**config.mk**
```make
export PLATFORM = sky130hd
export DESIGN_NAME = acl_rx_packer
export DESIGN_NICKNAME = d
export VERILOG_FILES = /design/src/bt_acl_pkg.sv /design/src/acl_rx_packer.sv
export SDC_FILE = /design/constraint.sdc
export NUM_CORES = 1
export LEC_CHECK = 0
export ABC_CLOCK_PERIOD_IN_PS = 2050
export BUFFER_PORTS_ARGS = -buffer_cell sky130_fd_sc_hd__buf_4
export CORE_MARGIN = 2
export CORE_UTILIZATION = 40
export CTS_CLUSTER_DIAMETER = 40
export DETAILED_ROUTE_END_ITERATION = 10
export PLACE_DENSITY = 0.67
export SLEW_MARGIN = 20
export SYNTH_ARGS = -nofsm -noshare
export SYNTH_HDL_FRONTEND = slang
export SYNTH_SLANG_ARGS = --single-unit
```
**constraint.sdc**
```tcl
create_clock -name clk_6M -period 2.05 [get_ports clk_6M]
set_clock_uncertainty 0.05 [all_clocks]
set_input_delay 0.205 -clock clk_6M [delete_from_list [all_inputs] [get_ports clk_6M]]
set_output_delay 0.205 -clock clk_6M [all_outputs]
set_load 0.1 [all_outputs]
```
**src/bt_acl_pkg.sv**
```systemverilog
// shared constants of the ACL receive data path
// buffer word geometry and payload length limits

package bt_acl_pkg;

  // buffer word layout
  localparam int bytes_per_word = 4;

  // DH5 carries the longest ACL payload
  localparam int max_pyld_bytes = 339;

  // default widths, overridden from the top level
  localparam int default_addr_w = 8;   // 256 words per bank
  localparam int default_data_w = 32;  // one buffer word
  localparam int default_len_w  = 10;  // byte count up to 1023

endpackage

```
**src/acl_rx_packer.sv**
```systemverilog
// payload byte to buffer word packer
// little-endian lanes, zero-filled final word, write strobe and address

`timescale 1ns/1ps

module acl_rx_packer #(
  parameter int ADDR_W = bt_acl_pkg::default_addr_w,
  parameter int DATA_W = bt_acl_pkg::default_data_w,
  parameter int LEN_W  = bt_acl_pkg::default_len_w
) (
  input  logic              clk_6M,
  input  logic              rstz,
  input  logic              pyld_start_p,
  input  logic              byte_valid_p,
  input  logic [7:0]        byte_data,
  input  logic [LEN_W-1:0]  dec_pylen_byte,
  output logic [ADDR_W-1:0] lnctrl_addr,
  output logic [DATA_W-1:0] lnctrl_din,
  output logic              lnctrl_we
);

  import bt_acl_pkg::*;

  localparam int lane_w = $clog2(bytes_per_word);

  logic [LEN_W-1:0]  byte_cnt;
  logic [LEN_W-1:0]  byte_cnt_nxt;
  logic [lane_w-1:0] lane;
  logic              take;
  logic              word_full;
  logic              last_byte;
  logic [DATA_W-1:0] word_q;

  assign take         = byte_valid_p & ~pyld_start_p;   // bytes follow the start pulse
  assign byte_cnt_nxt = byte_cnt + 1'b1;
  assign lane         = byte_cnt[lane_w-1:0];
  assign word_full    = (lane == lane_w'(bytes_per_word - 1));
  assign last_byte    = (byte_cnt_nxt == dec_pylen_byte);

  always_ff @(posedge clk_6M or negedge rstz)
  begin
    if (!rstz)
      byte_cnt <= '0;
    else if (pyld_start_p)
      byte_cnt <= '0;
    else if (take)
      byte_cnt <= byte_cnt_nxt;
  end

  // first byte of a word clears the upper lanes
  always_ff @(posedge clk_6M)
  begin
    if (take)
    begin
      if (lane == '0)
        word_q <= DATA_W'(byte_data);
      else
        word_q[8*lane +: 8] <= byte_data;
    end
  end

  always_ff @(posedge clk_6M or negedge rstz)
  begin
    if (!rstz)
      lnctrl_we <= 1'b0;
    else
      lnctrl_we <= take & (word_full | last_byte);   // full word or flush
  end

  always_ff @(posedge clk_6M or negedge rstz)
  begin
    if (!rstz)
      lnctrl_addr <= '0;
    else if (pyld_start_p)
      lnctrl_addr <= '0;
    else if (lnctrl_we)
      lnctrl_addr <= lnctrl_addr + 1'b1;   // step after each write
  end

  assign lnctrl_din = word_q;

  // bytes arrive far apart, so strobes never touch
  a_we_single : assert property (@(posedge clk_6M) disable iff (!rstz)
    lnctrl_we |=> !lnctrl_we);

endmodule

```
# Yosys cells after proc, flatten, opt, wreduce, memory -nomap -nowiden
# Index checks and enable logic that the tools add are counted.
# word_totals
regBits,51
out_inout_bits,41
input_bits,22
wordCells,25
# classes
n_addsub,3
reduce_logical,3
n_bitwise,4
shift,2
n_mux,6
n_eq_ne,2
# ops
operator,count
5-bit negator with 34-bit output,1
"8-bit by 34-bit variable shift with 32-bit output, first input constant",1
8-bit by 34-bit variable part select with 32-bit output,1
32-bit bitwise mux,1
8-bit 2-to-1 mux,3
10-bit 2-to-1 mux,2
"10-bit by 1-bit adder with 10-bit output, second input constant",1
10-bit equality test,1
"8-bit by 1-bit adder with 8-bit output, second input constant",1
2-bit nonzero test,2
1-bit AND,2
"2-bit equality test, second input constant",1
2-bit zero test,1
1-bit inverter,1
1-bit OR,1

# Logic depth before layout (Yosys ltp)
# logic_depth
ltp_word,4
depth_mapped,7

# Worst setup path before layout
# OpenSTA, ideal clock, no wires.
# synth_timing
path_type,input-to-reg
from,in pyld_start_p
to,"reg word_q[0] (netlist: lnctrl_din[0]), enable pin"
cell_stages,3
path_buffers,1
setup_slack_ns,-0.346
required_time_ns,1.668
arrival_ns,2.014
path_cell_list,clkbuf_1 -> nor2b_1 -> and2_1
# synth_via
elab_chain_len,2
# synth_rtl
item,line_no,text
start: declaration,acl_rx_packer.sv:13,"input logic pyld_start_p,"
1-bit inverter,acl_rx_packer.sv:34,assign take = byte_valid_p & ~pyld_start_p;
1-bit AND,acl_rx_packer.sv:34,
via take,acl_rx_packer.sv:29,logic take;
end signal: assignment,acl_rx_packer.sv:56,word_q <= DATA_W'(byte_data);
end signal: indexed assignment,acl_rx_packer.sv:58,word_q[8*lane +: 8] <= byte_data;
end: declaration,acl_rx_packer.sv:32,logic [DATA_W-1:0] word_q;
# The timed path passes the listed nets, and every way through them passes these cells.
# A chain may end at the register's enable or synchronous reset.

# Worst setup path in the final report
# layout_timing
from,reg byte_cnt[1]
to,reg lnctrl_we
# layout_via
elab_chain_len,4
word_cells_on_any_way,5
cone_classes,add/sub: 1; eq/ne: 2; bitwise: 2
# layout_rtl
item,line_no,text
start: declaration,acl_rx_packer.sv:26,logic [LEN_W-1:0] byte_cnt;
start signal: assignment,acl_rx_packer.sv:47,byte_cnt <= byte_cnt_nxt;
10-bit by 1-bit adder with 10-bit output,acl_rx_packer.sv:35,assign byte_cnt_nxt = byte_cnt + 1'b1;
10-bit equality test,acl_rx_packer.sv:38,assign last_byte = (byte_cnt_nxt == dec_pylen_byte);
1-bit OR (*),acl_rx_packer.sv:67,lnctrl_we <= take & (word_full | last_byte);
1-bit AND (*),acl_rx_packer.sv:67,
end signal: assignment,acl_rx_packer.sv:67,
end: declaration,acl_rx_packer.sv:19,output logic lnctrl_we
# Every way passes the cells marked *; elsewhere a longest branch is shown, timed or not.

==> impl_metrics.csv <==
group,metric,value,unit
status,outcome,"finished clean",
floorplan,start_util,41.8,%
sta,tns,0,ps
yosys,yosys.area.top_type,"edfxtp_1",
placement,hpwl,4240,um
global_route,grt_pass1_wl,9680,um
power_and_ir_drop,p_total,2.47,mW
worst_setup_path,timing.rr.end,"lnctrl_we$_DFF_PN0_",
clock_network,clock_path_buffers,2,
yosys,syn-instance-count,259,
worst_setup_path,crit_fanout,6,
power_and_ir_drop,pwr-share-seq,47.5,%
min_path,hp-class,"in2reg",
floorplan,rows,29,
power_and_ir_drop,power.switching,804,uW
power_and_ir_drop,p_int,1.67,mW
yosys,synthTopCellsByArea,"edfxtp_1 (36%), dfrtp_1 (18%), nand2b_1 (5.6%)",
yosys,synth_area,2700,um2
sta,fmax,547,MHz
route,drt-total-wl,6080,um
sta,worst_slew_pin_slew,471,ps
yosys,ys_ff_latch,51,
final_layout,n_antenna_cell,0,
route,vias,2053,
clock_network,cts-root-buf,"clkbuf_8",
final_layout,drive_gt1_share,25.9,%
sta,period_minus_slack,1830,ps
global_route,grt_max_degree,33,
global_route,antenna_found_initial,0,
sta,slew_headroom,68.6,%
min_path,hold_path_depth,2,
power_and_ir_drop,power_density,738,nW/um2
power_and_ir_drop,switching_share,32.5,%
route,avgRoutedWirePerCell,15.5,um
yosys,syn_area_per_cell,10.4,um2
worst_setup_path,setup.worst_path.end_class,"register",
yosys,yosysWarnings,0,
floorplan,io_pins,63,
global_route,first_global_vias,1921,
worst_setup_path,critPathArrivalTime,2010,ps
route,drtPass1Iterations,5,
yosys,yosysMostFrequentCell,"edfxtp_1",
min_path,min_delay_worst_endpoint,"lnctrl_addr[5]$_DFFE_PN0P_",
yosys,synthFlopType,"edfxtp_1",
route,drcViolationCount,0,
clock_network,insertion_delay,300,ps
yosys,async_flop_share,37.3,%
route,viasPerCell,5.22,
worst_setup_path,worstPathRequired,2230,ps
clock_network,cts_tree,"yes",
floorplan,die_w,86.2,um
floorplan,dieArea,7430,um2
clock_network,cts_setup_buffers,0,
worst_setup_path,r2r_start,"byte_cnt[1]$_DFFE_PN0P_",
sta,hold_violations,0,
power_and_ir_drop,vdd_drop_max,0.338,mV
worst_setup_path,cp-start-kind,"register",
run,drv_cap,0,
yosys,synth_nets,287,
power_and_ir_drop,p_leak,1.37,nW
yosys,yosys.area.top_type_share,35.6,%
route,ant_nets,0,
clock_network,cts_num_sinks,51,
power_and_ir_drop,pwr-share-comb,23.5,%
sta,period_share,89.1,%
clock_network,h-tree-depth,2,
global_route,grtUsageTotal,16.6,%
route,detail_route.iter0.violations,247,
sta,drv_slew,0,
sta,grt_setup_unrepaired,"false",
floorplan,die_height,86.2,um
worst_setup_path,reg2reg_depth,6,
global_route,overflow,0,
worst_setup_path,critical_path_class,"reg2reg",
min_path,worstHoldStart,"pyld_start_p",
placement,place_congestion,0.733,
yosys,synth-seq-area-share,53.1,%
sta,setup_viol,0,
worst_setup_path,critPathLaunch,"byte_cnt[1]$_DFFE_PN0P_",
clock_network,path_clk_slew,90,ps
worst_setup_path,rrSetupSlack,220,ps
clock_network,cts_buffers,5,
final_layout,area_growth,23.9,%
final_layout,nets,343,
yosys,synth-edff-count,32,
floorplan,core_region_area,6460,um2
power_and_ir_drop,clock_power_share,29.0,%
final_layout,nFillCells,609,
placement,port_buffers,62,
yosys,ys_top_cells_by_count,"edfxtp_1 (32), a21oi_1 (27), nand3_1 (27)",
yosys,synth_cell_type_count,35,
per-stage QoR:
step	cell area, um2	utilization [%]	hold slack [ps]	std cells	setup slack [ps]
2_1_floorplan	2710	-	-141	259	45.8
3_5_place_dp	3230	49.9	47.9	384	164
5_1_grt	3350	51.9	160	393	49.8
6_report	3350	51.9	163	393	223
4_1_cts	3350	51.8	164	393	158
3_3_place_gp	3230	49.9	48.8	384	234
how the worst max path moves through the flow:
stage	slack (ps)	endpoint
after floorplan	50	lnctrl_addr[5]$_DFFE_PN0P_
after global placement	230	lnctrl_din[19]$_SDFFCE_PP0P_
after detailed placement	160	lnctrl_din[21]$_SDFFCE_PP0P_
after CTS	160	lnctrl_din[16]$_SDFFCE_PP0P_
after global routing	50	lnctrl_we$_DFF_PN0_
final	220	lnctrl_we$_DFF_PN0_
cells by family after synthesis:
kind of cell	Yosys count	synth area share [%]
AND/OR/NAND/NOR	112	22.5
flip-flops	51	53.1
AO/OA/AOI/OAI	35	7.18
XOR/XNOR	26	8.43
buffers and inverters	22	3.33
multiplexers	7	2.64
adder cells (fa/ha/maj)	6	2.78
layout by cell type (no fill, tap or decap), types with 2 or more instances in the layout:
cell / netlist / layout
mux2i_1: 6 / 6
nor2b_2: 0 / 2
buf_4: 1 / 67
nand3_1: 27 / 27
ha_1: 6 / 6
nand2b_1: 24 / 24
and3_1: 2 / 2
nand4_1: 7 / 7
and2_1: 10 / 10
nand2_1: 8 / 8
dfrtp_1: 19 / 19
nor2_1: 24 / 24
edfxtp_1: 32 / 32
xor2_1: 17 / 17
clkbuf_8: 0 / 5
a21oi_1: 27 / 27
inv_1: 3 / 3
o21ai_0: 3 / 3
xnor2_1: 9 / 9
per-layer routing:
layer	wire length [um]	GRT usage (%)	vias up
met1	2740	23.1	970
met5	0	0	-
li1	-	-	1005
met2	2920	26.8	74
met3	378	3.14	4
met4	37	4.26	0
timing repair:
item,in CTS,in global routing
endpoints found under the setup margin,0,1
gates resized for setup,0,1
hold buffers,1,0
endpoints found under the hold margin,19,0
power groups by stage:
stage	clock network, mW	logic (mW)	registers, mW
global placement	0	0.574	1.19
finish	0.717	0.582	1.17
floorplan	0	0.178	1.44
detailed placement	0	0.581	1.20
CTS	0.726	0.583	1.17
global route	0.763	0.619	1.18
flip-flops by register name, summed over array words and instances (netlist names):
signal / flops
byte_cnt: 10
lnctrl_din: 32
lnctrl_we: 1
lnctrl_addr: 8
critical path: stages (launching register included):
cell	delay, ps
dfrtp_1	450
inv_1	110
ha_1	350
xnor2_1	180
nand4_1	120
o31a_1	330
nor3_2	180
cell type report:
type / count / area (um2) / share of cell area (%)
sequential: 51 / 1440 / 42.9
multi-input combinational: 186 / 1180 / 35.3
timing repair buffer: 68 / 513 / 15.3
tap: 77 / 96.3 / 2.88
clock buffer: 5 / 68.8 / 2.05
clock inverter: 3 / 42.5 / 1.27
inverter: 3 / 11.3 / 0.336
(Power assumes the default switching activity.)
