[config.mk]
export PLATFORM = sky130hd
export DESIGN_NAME = acl_rx_reader
export DESIGN_NICKNAME = d
export VERILOG_FILES = /design/src/bt_acl_pkg.sv /design/src/acl_rx_reader.sv
export SDC_FILE = /design/constraint.sdc
export NUM_CORES = 1
export LEC_CHECK = 0
export BUFFER_PORTS_ARGS = -buffer_cell sky130_fd_sc_hd__buf_2
export CELL_PAD_IN_SITES_DETAIL_PLACEMENT = 1
export CELL_PAD_IN_SITES_GLOBAL_PLACEMENT = 2
export CORE_AREA = 2 2 64 81
export DETAILED_ROUTE_END_ITERATION = 6
export DIE_AREA = 0 0 66 83
export MAX_ROUTING_LAYER = met4
export PLACE_DENSITY_LB_ADDON = 0.2
export SLEW_MARGIN = 20
export SYNTH_ARGS = -nofsm -noshare
export SYNTH_HDL_FRONTEND = slang
export SYNTH_SLANG_ARGS = --single-unit
[constraint.sdc]
create_clock -name clk_6M -period 1.75 [get_ports clk_6M]
set_clock_uncertainty 0.05 [all_clocks]
set_input_delay 0.2625 -clock clk_6M [delete_from_list [all_inputs] [get_ports clk_6M]]
set_output_delay 0.2625 -clock clk_6M [all_outputs]
set_load 0.01 [all_outputs]
[src/bt_acl_pkg.sv]
// shared constants of the ACL receive data path
// buffer word geometry and payload length limits

package bt_acl_pkg;

  // buffer word layout
  localparam int bytes_per_word = 4;

  // DH5 carries the longest ACL payload
  localparam int max_pyld_bytes = 339;

  // default widths, overridden from the top level
  localparam int default_addr_w = 8;   // 256 words per bank
  localparam int default_data_w = 32;  // one buffer word
  localparam int default_len_w  = 10;  // byte count up to 1023

endpackage

[src/acl_rx_reader.sv]
// host side buffer reader
// chip select per word, valid one cycle later, stop on read end

`timescale 1ns/1ps

module acl_rx_reader #(
  parameter int ADDR_W = bt_acl_pkg::default_addr_w,
  parameter int DATA_W = bt_acl_pkg::default_data_w
) (
  input  logic              clk_6M,
  input  logic              rstz,
  input  logic              rd_start_p,
  input  logic              rd_buf_empty,
  input  logic [DATA_W-1:0] bsm_dout,
  input  logic              bsm_read_endp,
  output logic [ADDR_W-1:0] bsm_addr,
  output logic              bsm_cs,
  output logic              bsm_valid_p,
  output logic [DATA_W-1:0] rd_data,
  output logic              rd_valid
);

  logic busy;
  logic start;
  logic next_word;

  assign start     = rd_start_p & ~rd_buf_empty & ~busy;
  assign next_word = bsm_valid_p & ~bsm_read_endp;

  always_ff @(posedge clk_6M or negedge rstz)
  begin
    if (!rstz)
      busy <= 1'b0;
    else if (start)
      busy <= 1'b1;
    else if (bsm_read_endp)
      busy <= 1'b0;
  end

  // next select once the previous word is back
  always_ff @(posedge clk_6M or negedge rstz)
  begin
    if (!rstz)
      bsm_cs <= 1'b0;
    else
      bsm_cs <= start | next_word;
  end

  always_ff @(posedge clk_6M or negedge rstz)
  begin
    if (!rstz)
      bsm_valid_p <= 1'b0;
    else
      bsm_valid_p <= bsm_cs;   // RAM read latency
  end

  // address holds through the valid cycle
  always_ff @(posedge clk_6M or negedge rstz)
  begin
    if (!rstz)
      bsm_addr <= '0;
    else if (start)
      bsm_addr <= '0;
    else if (next_word)
      bsm_addr <= bsm_addr + 1'b1;
  end

  assign rd_data  = bsm_dout;
  assign rd_valid = bsm_valid_p;

endmodule

Word-level counts from Yosys, hierarchy flattened
Cells that the tools add are included.

operators by class
  add/sub/neg operators = 1
  multipliers = 0
  divide/modulo/power cells = 0
  order comparisons = 0
  equality and inequality tests = 0
  shift-type cells = 0
  mux-type cells = 4
  bitwise operators = 7
  reduce and logical (&&, ||, !) cells = 2

operators with widths
  operator                                     number
  two-way mux 8 bit                            2
  adder 8 x 1 -> 8 bit, second input constant  1
  nonzero test 2 bit                           2
  bitwise AND 1 bit                            3
  NOT 1 bit                                    3
  two-way mux 1 bit                            2
  bitwise OR 1 bit                             1

storage, ports and cells
  bits in registers = 11
  bits in latches = 0
  RAM bits = 0
  bits in read-only memories = 0
  input port bits = 37
  output and inout port bits = 43
  word-level logic and storage cells = 18
  memories kept = 0

Logic depth before layout (Yosys ltp)
Gate-level depths: netlist (run 1).

  word-level depth = 4
  depth in mapped cells = 4
  gate-level depth less buffers = 4

Worst setup path before layout (run 1)
No wires, ideal clock.

  path kind = register to register
  from = register bsm_addr[1]
  to = register bsm_addr[4]
  setup time = 0.077 ns
  arrival = 1.203 ns
  data required time = 1.623 ns
  path slack = 0.420 ns
  stages on the path, launching flop included = 5
  buffers on the path = 0
  period minus slack after synthesis = 1.330 ns
  cell sequence = dfrtp_1 > ha_1 > nand4b_1 > or3_1 > a21oi_1

between the ends
  cells in the longest elaborated chain, start to end = 3

ends and longest elaborated chain
  what                    line                 RTL
  start, declared         acl_rx_reader.sv:16  output logic [ADDR_W-1:0] bsm_addr,
  start signal, assigned  acl_rx_reader.sv:65  bsm_addr <= bsm_addr + 1'b1;
  adder 8 x 1 -> 8 bit    acl_rx_reader.sv:65
  two-way mux 8 bit       acl_rx_reader.sv:64  else if (next_word)
  two-way mux 8 bit       acl_rx_reader.sv:62  else if (start)

Every way passes these cells. The select of a mux whose other input is x is not followed.
A chain may end at the register's enable or synchronous reset.

Worst setup path in the final report (run 1)
  from = register bsm_valid_p
  to = register bsm_addr[5]

between the ends
  cells in the longest elaborated chain, start to end = 2

ends and longest elaborated chain
  what                                 line                 RTL
  start, declared                      acl_rx_reader.sv:18  output logic bsm_valid_p,
  start signal, assigned               acl_rx_reader.sv:54  bsm_valid_p <= bsm_cs;
  bitwise AND 1 bit                    acl_rx_reader.sv:28  assign next_word = bsm_valid_p & ~bsm_read_endp;
  nonzero test 2 bit (no source line)  -

Every way passes these cells.

==> results of run 1 <==
## worst paths after layout
path | start | endpoint | slack (ns) | cells past startpoint
setup / recovery | bsm_valid_p | bsm_addr[5] | 0.30 | 3
hold / removal | bsm_read_endp | busy | 0.24 | 2
setup reg to reg | bsm_valid_p | bsm_addr[5] | 0.30 | 3
hold reg to reg | bsm_cs | bsm_valid_p | 0.35 | 0
max in group asynchronous | rstz | bsm_addr[5] | 1.03 | 2
min in group asynchronous | rstz | bsm_addr[1] | 0.39 | 2
## registers in the layout, summed over array words and instances (netlist names)
| name | count |
|---|---|
| bsm_cs | 1 |
| bsm_addr | 8 |
| busy | 1 |
| bsm_valid_p | 1 |
## power breakdown
part | switching (W) | total (W) | leakage (nW) | internal (W)
clock network | 0.0000954 | 0.000255 | 0.0228 | 0.000160
registers | 0.0000473 | 0.000334 | 0.148 | 0.000286
logic | 0.0000831 | 0.000145 | 0.178 | 0.0000616
total | 0.000226 | 0.000734 | 0.349 | 0.000508
## cell usage in the layout (no fill, tap or decap)
cell           instances
nand4b_1               1
nor3b_2                1
a21oi_1                5
mux2i_1                1
or4_1                  2
nor2_1                 3
xnor2_1                1
ha_1                   1
or3_1                  2
nand2b_1               1
or3_2                  1
nand3_1                1
dlygate4sd3_1          1
nand2_1                1
nand3b_1               2
nand4b_4               1
buf_4                  1
nor2b_1                1
dfrtp_1               11
clkbuf_8               3
nand4_1                1
buf_2                 15
xor2_1                 1
o21ai_0                4
inv_1                  3
clkbuf_1               1
o31ai_1                2
## area by class of cell
type	count	area, sq um
tap	60	75.1
sequential	11	275
clock buffer	4	45.0
inverter	3	11.3
multi-input combinational	33	234
timing repair buffer	17	92.6
fill	571	3960
## cells by family (layout without fill, tap and decap cells)
kind of cell	Yosys count	after routing	synth area share, %
buf+inv	36	24	33.7
xor+xnor	2	2	2.28
flops	11	11	35.8
fa+ha+maj	1	1	1.63
mux	1	1	1.30
compound gates	11	11	7.82
simple gates	18	18	17.4
## routing by layer
metal	vias up	wire, um
li1	213	-
met1	239	689
met2	28	787
met3	8	203
met4	0	24
met5	-	0
## what timing repair did
action                                 4_1_cts  5_1_grt
buffers inserted                             0        0
endpoints found under the hold margin       11        0
hold buffers                                 1        0
## stage by stage
stage                     hold slack, ns  instances  cell area [sq um]  power (W)  setup WS, ns
final                              0.243        128                733   0.000734         0.305
after global routing               0.249        128                733   0.000795         0.203
after CTS                          0.240        128                733   0.000756         0.280
after detailed placement           0.119        123                678   0.000484         0.303
after global placement             0.114        123                678   0.000481         0.322
after floorplan                  -0.0831         80                768   0.000486         0.420
==> flow_metrics.tcl, run 1 <==
set metrics [dict create \
    status "finished, final reports clean" \
    yosys_warnings 0 \
    cpMaxStageDelayCell "or4_1" \
    routed-via-count 488 \
    grt_util_met2_pct 9.92 \
    ys_types 23 \
    die_x_um 66 \
    critPathTopFamily "simple AND/OR/NAND/NOR gates" \
    synthToLayoutAreaGrowth_pct -4.56 \
    cts_resized 0 \
    ys_ff_latch 11 \
    avgSynthCellArea_sq_um 9.60 \
    synth.most_common_cell "buf_4" \
    finalCritPeriodShare_pct 82.6 \
    cellLeakagePower_nw 0.349 \
    nets 107 \
    crit_type "flip-flop to flip-flop" \
    critPathMaxStageDelay_ns 0.50 \
    cp_cell_sequence "nand4b_4 > or4_1 > a21oi_1" \
    io_pins 80 \
    hold_violations 0 \
    antenna_found_initial 0 \
    synthCells 80 \
    yosysTopAreaCellShare_pct 35.8 \
    grt_pass1_wl_um 2820 \
    powerDensity_nw_per_um2 1000 \
    tritoncts "built" \
    drv_cap 0 \
    vias_per_cell 3.81 \
    met1_usage_pct 8.21 \
    grt-busiest-layer "met2" \
    crit_path_end_kind "flip-flop" \
    final_core_util_pct 15.6 \
    insertion_delay_ns 0.24 \
    hpwl_um 1310 \
    avgRoutedWirePerCell_um 13.3 \
    worstPathRequired_ns 1.86 \
    min_path_type "primary input to flip-flop" \
    antenna-diode-count 0 \
    dieArea_sq_um 5480 \
    drc 0 \
    crit_path_start_kind "flip-flop" \
    arrival_ns 1.55 \
    numCtsBuffers 3 \
    clk_pin_slew_ns 0.05 \
    place.gp.congestion 0.636 \
    synth_common_cells "buf_4, dfrtp_1, a21oi_1" \
    grt_usage_pct 6.91 \
    overflow 0 \
    numPortBuffers 15 \
    layout_min_cycle_time_ns 1.45 \
    coreArea_sq_um 4690 \
    grt_setup_unrepaired "false" \
    synth_top_area_cell "dfrtp_1" \
    htree_levels 1 \
    die_h_um 83 \
    gr-usage-met3_pct 2.57 \
    seq_area_frac_synth_pct 35.8 \
    drt_first_pass_iters 4 \
    fmax_mhz 692 \
    drive_above_1_share_pct 32.4 \
    initial_core_util_pct 16.4 \
    synthFlopType "dfrtp_1" \
    clock_sinks 11 \
    slew_headroom_pct 80.4 \
    wl_um 1710 \
    setup_viol 0 \
    rows 28 \
    synth_area_sq_um 768 \
    synth_area_leaders "dfrtp_1, buf_4, a21oi_1, nand4b_4, o21ai_0" \
    crit_buf_inv 0 \
    cts_buffer_depth 2 \
    drt_iter0_markers 16 \
    max_slew.worst_pin.slew_ns 0.294 \
    ir_drop_uv 271 \
    crit_fanout 6 \
    grt_pass1_vias 566 \
    tns_ns 0 \
    synth_edf_count 0 \
    synthArstFlopShare_pct 100 \
    drtAntennaViolNets 0 \
    syn_nets 118 \
    grt_max_degree 12 \
    drv_slew 0 \
    cts-root-buf "clkbuf_8" \
]
Note: power is estimated with default switching activity, not from simulation.
==> run 2: changes to the inputs <==
Settings changed: CORE_AREA 2 2 64 81 to 2 2 68 86, DIE_AREA 0 0 66 83 to 0 0 70 88.
Clock period 1.75 ns to 1.2 ns, I/O delays scaled along.
==> flow_metrics.tcl, run 2 (same netlist as run 1, synthesis figures left out) <==
set metrics [dict create \
    status "finished with violations" \
    failed_checks "negative setup slack" \
    pwr-share-clk_pct 27.3 \
    switching_share_pct 29.2 \
    synthToLayoutAreaGrowth_pct 30.9 \
    grt_usage_pct 6.74 \
    die_x_um 70 \
    insertion_delay_ns 0.24 \
    comb_power_share_pct 36.4 \
    largest_register_ffs 8 \
    htree_levels 1 \
    routed-via-count 570 \
    power_w 0.00137 \
    overflow 0 \
    cellLeakagePower_nw 0.471 \
    crit_path_start_kind "flip-flop" \
    antenna-diode-count 0 \
    grt_pass1_vias 634 \
    drt_first_pass_iters 2 \
    crit_type "flip-flop to flip-flop" \
    fin_hold_ws_ns 0.173 \
    drive_above_1_share_pct 65.2 \
    slew_headroom_pct 80.3 \
    cts_buffer_depth 2 \
    min_path_type "primary input to flip-flop" \
    initial_core_util_pct 14.4 \
    wl_um 1900 \
    final_core_util_pct 18.9 \
    drc 0 \
    numPortBuffers 15 \
    ir_drop_uv 526 \
    hpwl_um 1450 \
    io_pins 80 \
    post-place-cells 145 \
    crit_fanout 5 \
    place.gp.congestion 0.682 \
    drt_iter0_markers 13 \
    arrival_ns 1.43 \
    final_cell_mix "buf_4, buf_2, buf_6" \
    setup_viol 6 \
    layout_min_cycle_time_ns 1.31 \
    max_slew.worst_pin.slew_ns 0.296 \
    dieArea_sq_um 6160 \
    drtAntennaViolNets 0 \
    clock_sinks 11 \
    layout_commonest_cell "buf_4" \
    vias_per_cell 3.65 \
    cellInternalPower_w 0.000971 \
    powerDensity_nw_per_um2 1360 \
    grt_max_degree 12 \
    grt_setup_unrepaired "true" \
    hold_violations 0 \
    tritoncts "built" \
    top_register "bsm_addr" \
    drv_cap 0 \
    fin_ws_ns -0.112 \
    worst-r2r-cell-count 3 \
    grt_pass1_wl_um 3120 \
    coreArea_sq_um 5330 \
    avgRoutedWirePerCell_um 12.1 \
    seqPwrFrac_pct 36.3 \
    nets 131 \
    numCtsBuffers 3 \
    rows 30 \
    crit_path_end_kind "flip-flop" \
    power_switching_w 0.000401 \
    pre_cts_ws_ns -0.134 \
    instances_no_fill 156 \
    hold_depth 3 \
    finalCritPeriodShare_pct 109 \
    drv_slew 0 \
    worstPathRequired_ns 1.32 \
    clk_pin_slew_ns 0.05 \
    antenna_found_initial 0 \
    die_h_um 88 \
    cts-root-buf "clkbuf_8" \
    fmax_mhz 762 \
]
-- run 2: cell count changes in the layout (fill, tap and decap cells not counted), moves of 2 or more --
| cell | before | now |
|---|---|---|
| buf_6 | 0 | 8 |
| buf_4 | 1 | 18 |
| a21oi_1 | 5 | 3 |
| or4_1 | 2 | 0 |
| dfrtp_1 | 11 | 6 |
| a21oi_2 | 0 | 2 |
| or4_4 | 0 | 2 |
| dfrtp_2 | 0 | 5 |
-- run 2: path summary, 6_finish.rpt --
| path | to | slack, ns | start |
|---|---|---|---|
| max in group asynchronous | bsm_addr[3] | 0.55 | rstz |
| max reg2reg | bsm_addr[7] | -0.11 | bsm_valid_p |
| min | bsm_cs | 0.17 | rd_start_p |
| min reg2reg | bsm_valid_p | 0.35 | bsm_cs |
| max | bsm_addr[7] | -0.11 | bsm_valid_p |
| min in group asynchronous | bsm_addr[1] | 0.30 | rstz |
-- run 2: layer usage --
layer  vias to the layer above  GRT usage (%)  wire length (um)
li1                        263              -                 -
met1                       271           7.16               715
met2                        30           10.8               956
met3                         6           3.45               198
met4                         0           2.45                24
met5                         -              -                 0
-- run 2: worst max-delay path, cell delays in order (launching register included) --
cell      delay (ns)
dfrtp_2         0.42
nand4b_4        0.16
or4_4           0.50
a21oi_2         0.12
-- run 2: area by class of cell --
type                    count  area (sq um)
well taps                  64          80.1
fillers                   639          4320
inverters                   3          11.3
repair buffers             41           305
flip-flops and latches     11           282
multi-input cells          33           283
clock buffers               4          45.0
-- run 2: what timing repair did --
item / in CTS / in global routing
endpoints found under the setup margin: 5 / 12
setup buffers: 4 / 3
resized for setup: 3 / 14
pin swaps: 4 / 1
endpoints found under the hold margin: 11 / 0
hold buffers: 1 / 0
-- run 2: power by group through the flow --
stage               Sequential [W]  Combinational (W)  Clock (W)
finish                    0.000498           0.000500   0.000374
global route              0.000507           0.000555   0.000410
CTS                       0.000495           0.000417   0.000396
detailed placement        0.000507           0.000365          0
global placement          0.000505           0.000363          0
floorplan                 0.000525           0.000218          0
-- run 2: metrics by stage --
stage	setup TNS, ns	instance area, sq um
global route	-1.03	1010
global placement	-0.284	837
detailed placement	-0.400	837
CTS	-0.506	932
finish	-0.512	1010
floorplan	-0.169	787
==> run 3: changes to the inputs <==
Settings changed: CELL_PAD_IN_SITES_DETAIL_PLACEMENT 1 to not set, CELL_PAD_IN_SITES_GLOBAL_PLACEMENT 2 to not set, CORE_AREA 2 2 68 86 to 2 2 48 61, DIE_AREA 0 0 70 88 to 0 0 50 63.
==> flow_metrics.tcl, run 3 (same netlist as run 1, synthesis figures left out) <==
set metrics [dict create \
    status "finished with violations" \
    failed_checks "negative setup slack" \
    grt_pass1_vias 539 \
    antenna-diode-count 0 \
    pwr-share-clk_pct 23.1 \
    drv_cap 0 \
    top_register "bsm_addr" \
    clock_sinks 11 \
    comb_power_share_pct 32.9 \
    die_x_um 50 \
    grt_setup_unrepaired "true" \
    drt_first_pass_iters 3 \
    grt_pass1_wl_um 2300 \
    numCtsBuffers 3 \
    power_switching_w 0.000353 \
    setup_viol 6 \
    worstPathRequired_ns 1.35 \
    largest_register_ffs 8 \
    fin_hold_ws_ns 0.138 \
    cts_buffer_depth 2 \
    clk_pin_slew_ns 0.07 \
    cellInternalPower_w 0.000762 \
    seqPwrFrac_pct 44.0 \
    fin_ws_ns -0.128 \
    crit_fanout 4 \
    drv_slew 0 \
    synthToLayoutAreaGrowth_pct 16.0 \
    finalCritPeriodShare_pct 111 \
    die_h_um 63 \
    htree_levels 1 \
    grt-busiest-layer "met2" \
    tritoncts "built" \
    crit_path_start_kind "flip-flop" \
    insertion_delay_ns 0.27 \
    numPortBuffers 15 \
    fmax_mhz 753 \
    crit_path_end_kind "flip-flop" \
    met1_usage_pct 9.69 \
    hold_violations 0 \
    overflow 0 \
    wl_um 1450 \
    vias_per_cell 4.45 \
    max_slew.worst_pin.slew_ns 0.275 \
    cts-root-buf "clkbuf_4" \
    place.gp.congestion 0.697 \
    io_pins 80 \
    gr-usage-met3_pct 2.87 \
    coreArea_sq_um 2600 \
    tns_ns -0.484 \
    dieArea_sq_um 3150 \
    arrival_ns 1.48 \
    drt_iter0_markers 5 \
    grt_max_degree 12 \
    initial_core_util_pct 29.5 \
    drive_above_1_share_pct 60.2 \
    rows 21 \
    ir_drop_uv 633 \
    drtAntennaViolNets 0 \
    switching_share_pct 31.7 \
    antenna_found_initial 0 \
    drc 0 \
    grt_util_met2_pct 15.8 \
    grt_usage_pct 9.67 \
    routed-via-count 521 \
    hpwl_um 1110 \
    final_cell_mix "buf_2, buf_4, buf_6" \
    nets 122 \
    cellLeakagePower_nw 0.418 \
    avgRoutedWirePerCell_um 12.4 \
    crit_type "flip-flop to flip-flop" \
    slew_headroom_pct 81.5 \
    layout_min_cycle_time_ns 1.33 \
    final_core_util_pct 34.2 \
    min_path_type "primary input to flip-flop" \
    powerDensity_nw_per_um2 1250 \
]
[run 3: cell types whose count changed in the layout (fill, tap and decap cells not counted), sizes merged]
cell,delta
buf,-9
[run 3: repair_timing]
item / 4_1_cts / 5_1_grt
setup buffers: 1 / 1
endpoints found under the setup margin: 11 / 13
hold endpoints to repair: 11 / 0
gates cloned: 0 / 0
hold buffers: 1 / 0
pin swaps: 0 / 1
gates resized for setup: 10 / 7
[run 3: through the flow]
step                area [sq um]  instances  setup WS, ns  power, W
global route                 891        117        -0.184   0.00119
floorplan                    787         80       -0.0529  0.000743
finish                       891        117        -0.128   0.00112
detailed placement           769        111        -0.136  0.000794
global placement             769        111       -0.0751  0.000794
CTS                          858        117        -0.157   0.00112
[run 3: path summary, 6_finish.rpt]
check | from | to | slack (ns) | cells past startpoint
worst min register to register | bsm_cs | bsm_valid_p | 0.33 | 0
worst max-delay path | bsm_addr[1] | bsm_addr[4] | -0.13 | 4
worst min-delay path | rd_start_p | bsm_cs | 0.14 | 3
worst max register to register | bsm_addr[1] | bsm_addr[4] | -0.13 | 4
max in group asynchronous | rstz | bsm_valid_p | 0.58 | 2
min in group asynchronous | rstz | bsm_addr[0] | 0.27 | 2
[run 3: layout make-up]
cell class / instances / area, sq um
clock buffers: 4 / 26.3
well taps: 34 / 42.5
fillers: 276 / 1710
flip-flops and latches: 11 / 282
multi-input cells: 33 / 280
inverters: 3 / 11.3
repair buffers: 32 / 249
[run 3: metal layers]
layer  wire length, um  part of all wire (%)
met5                 0                     0
met4                19                   1.3
met3               151                    10
met2               707                    49
met1               568                    39
[run 3: power by group through the flow]
| stage | clock network, W | registers [W] | logic, W |
|---|---|---|---|
| 2_1_floorplan | 0 | 0.000525 | 0.000218 |
| 3_3_place_gp | 0 | 0.000498 | 0.000295 |
| 3_5_place_dp | 0 | 0.000499 | 0.000295 |
| 4_1_cts | 0.000271 | 0.000493 | 0.000355 |
| 5_1_grt | 0.000288 | 0.000498 | 0.000405 |
| 6_report | 0.000258 | 0.000491 | 0.000367 |
[run 3: critical path, cell delays in order, from the launching register on]
cell and delay [ns]:
dfrtp_2 0.42, ha_4 0.14, nand4b_1 0.15, or3_1 0.36
a21oi_2 0.14
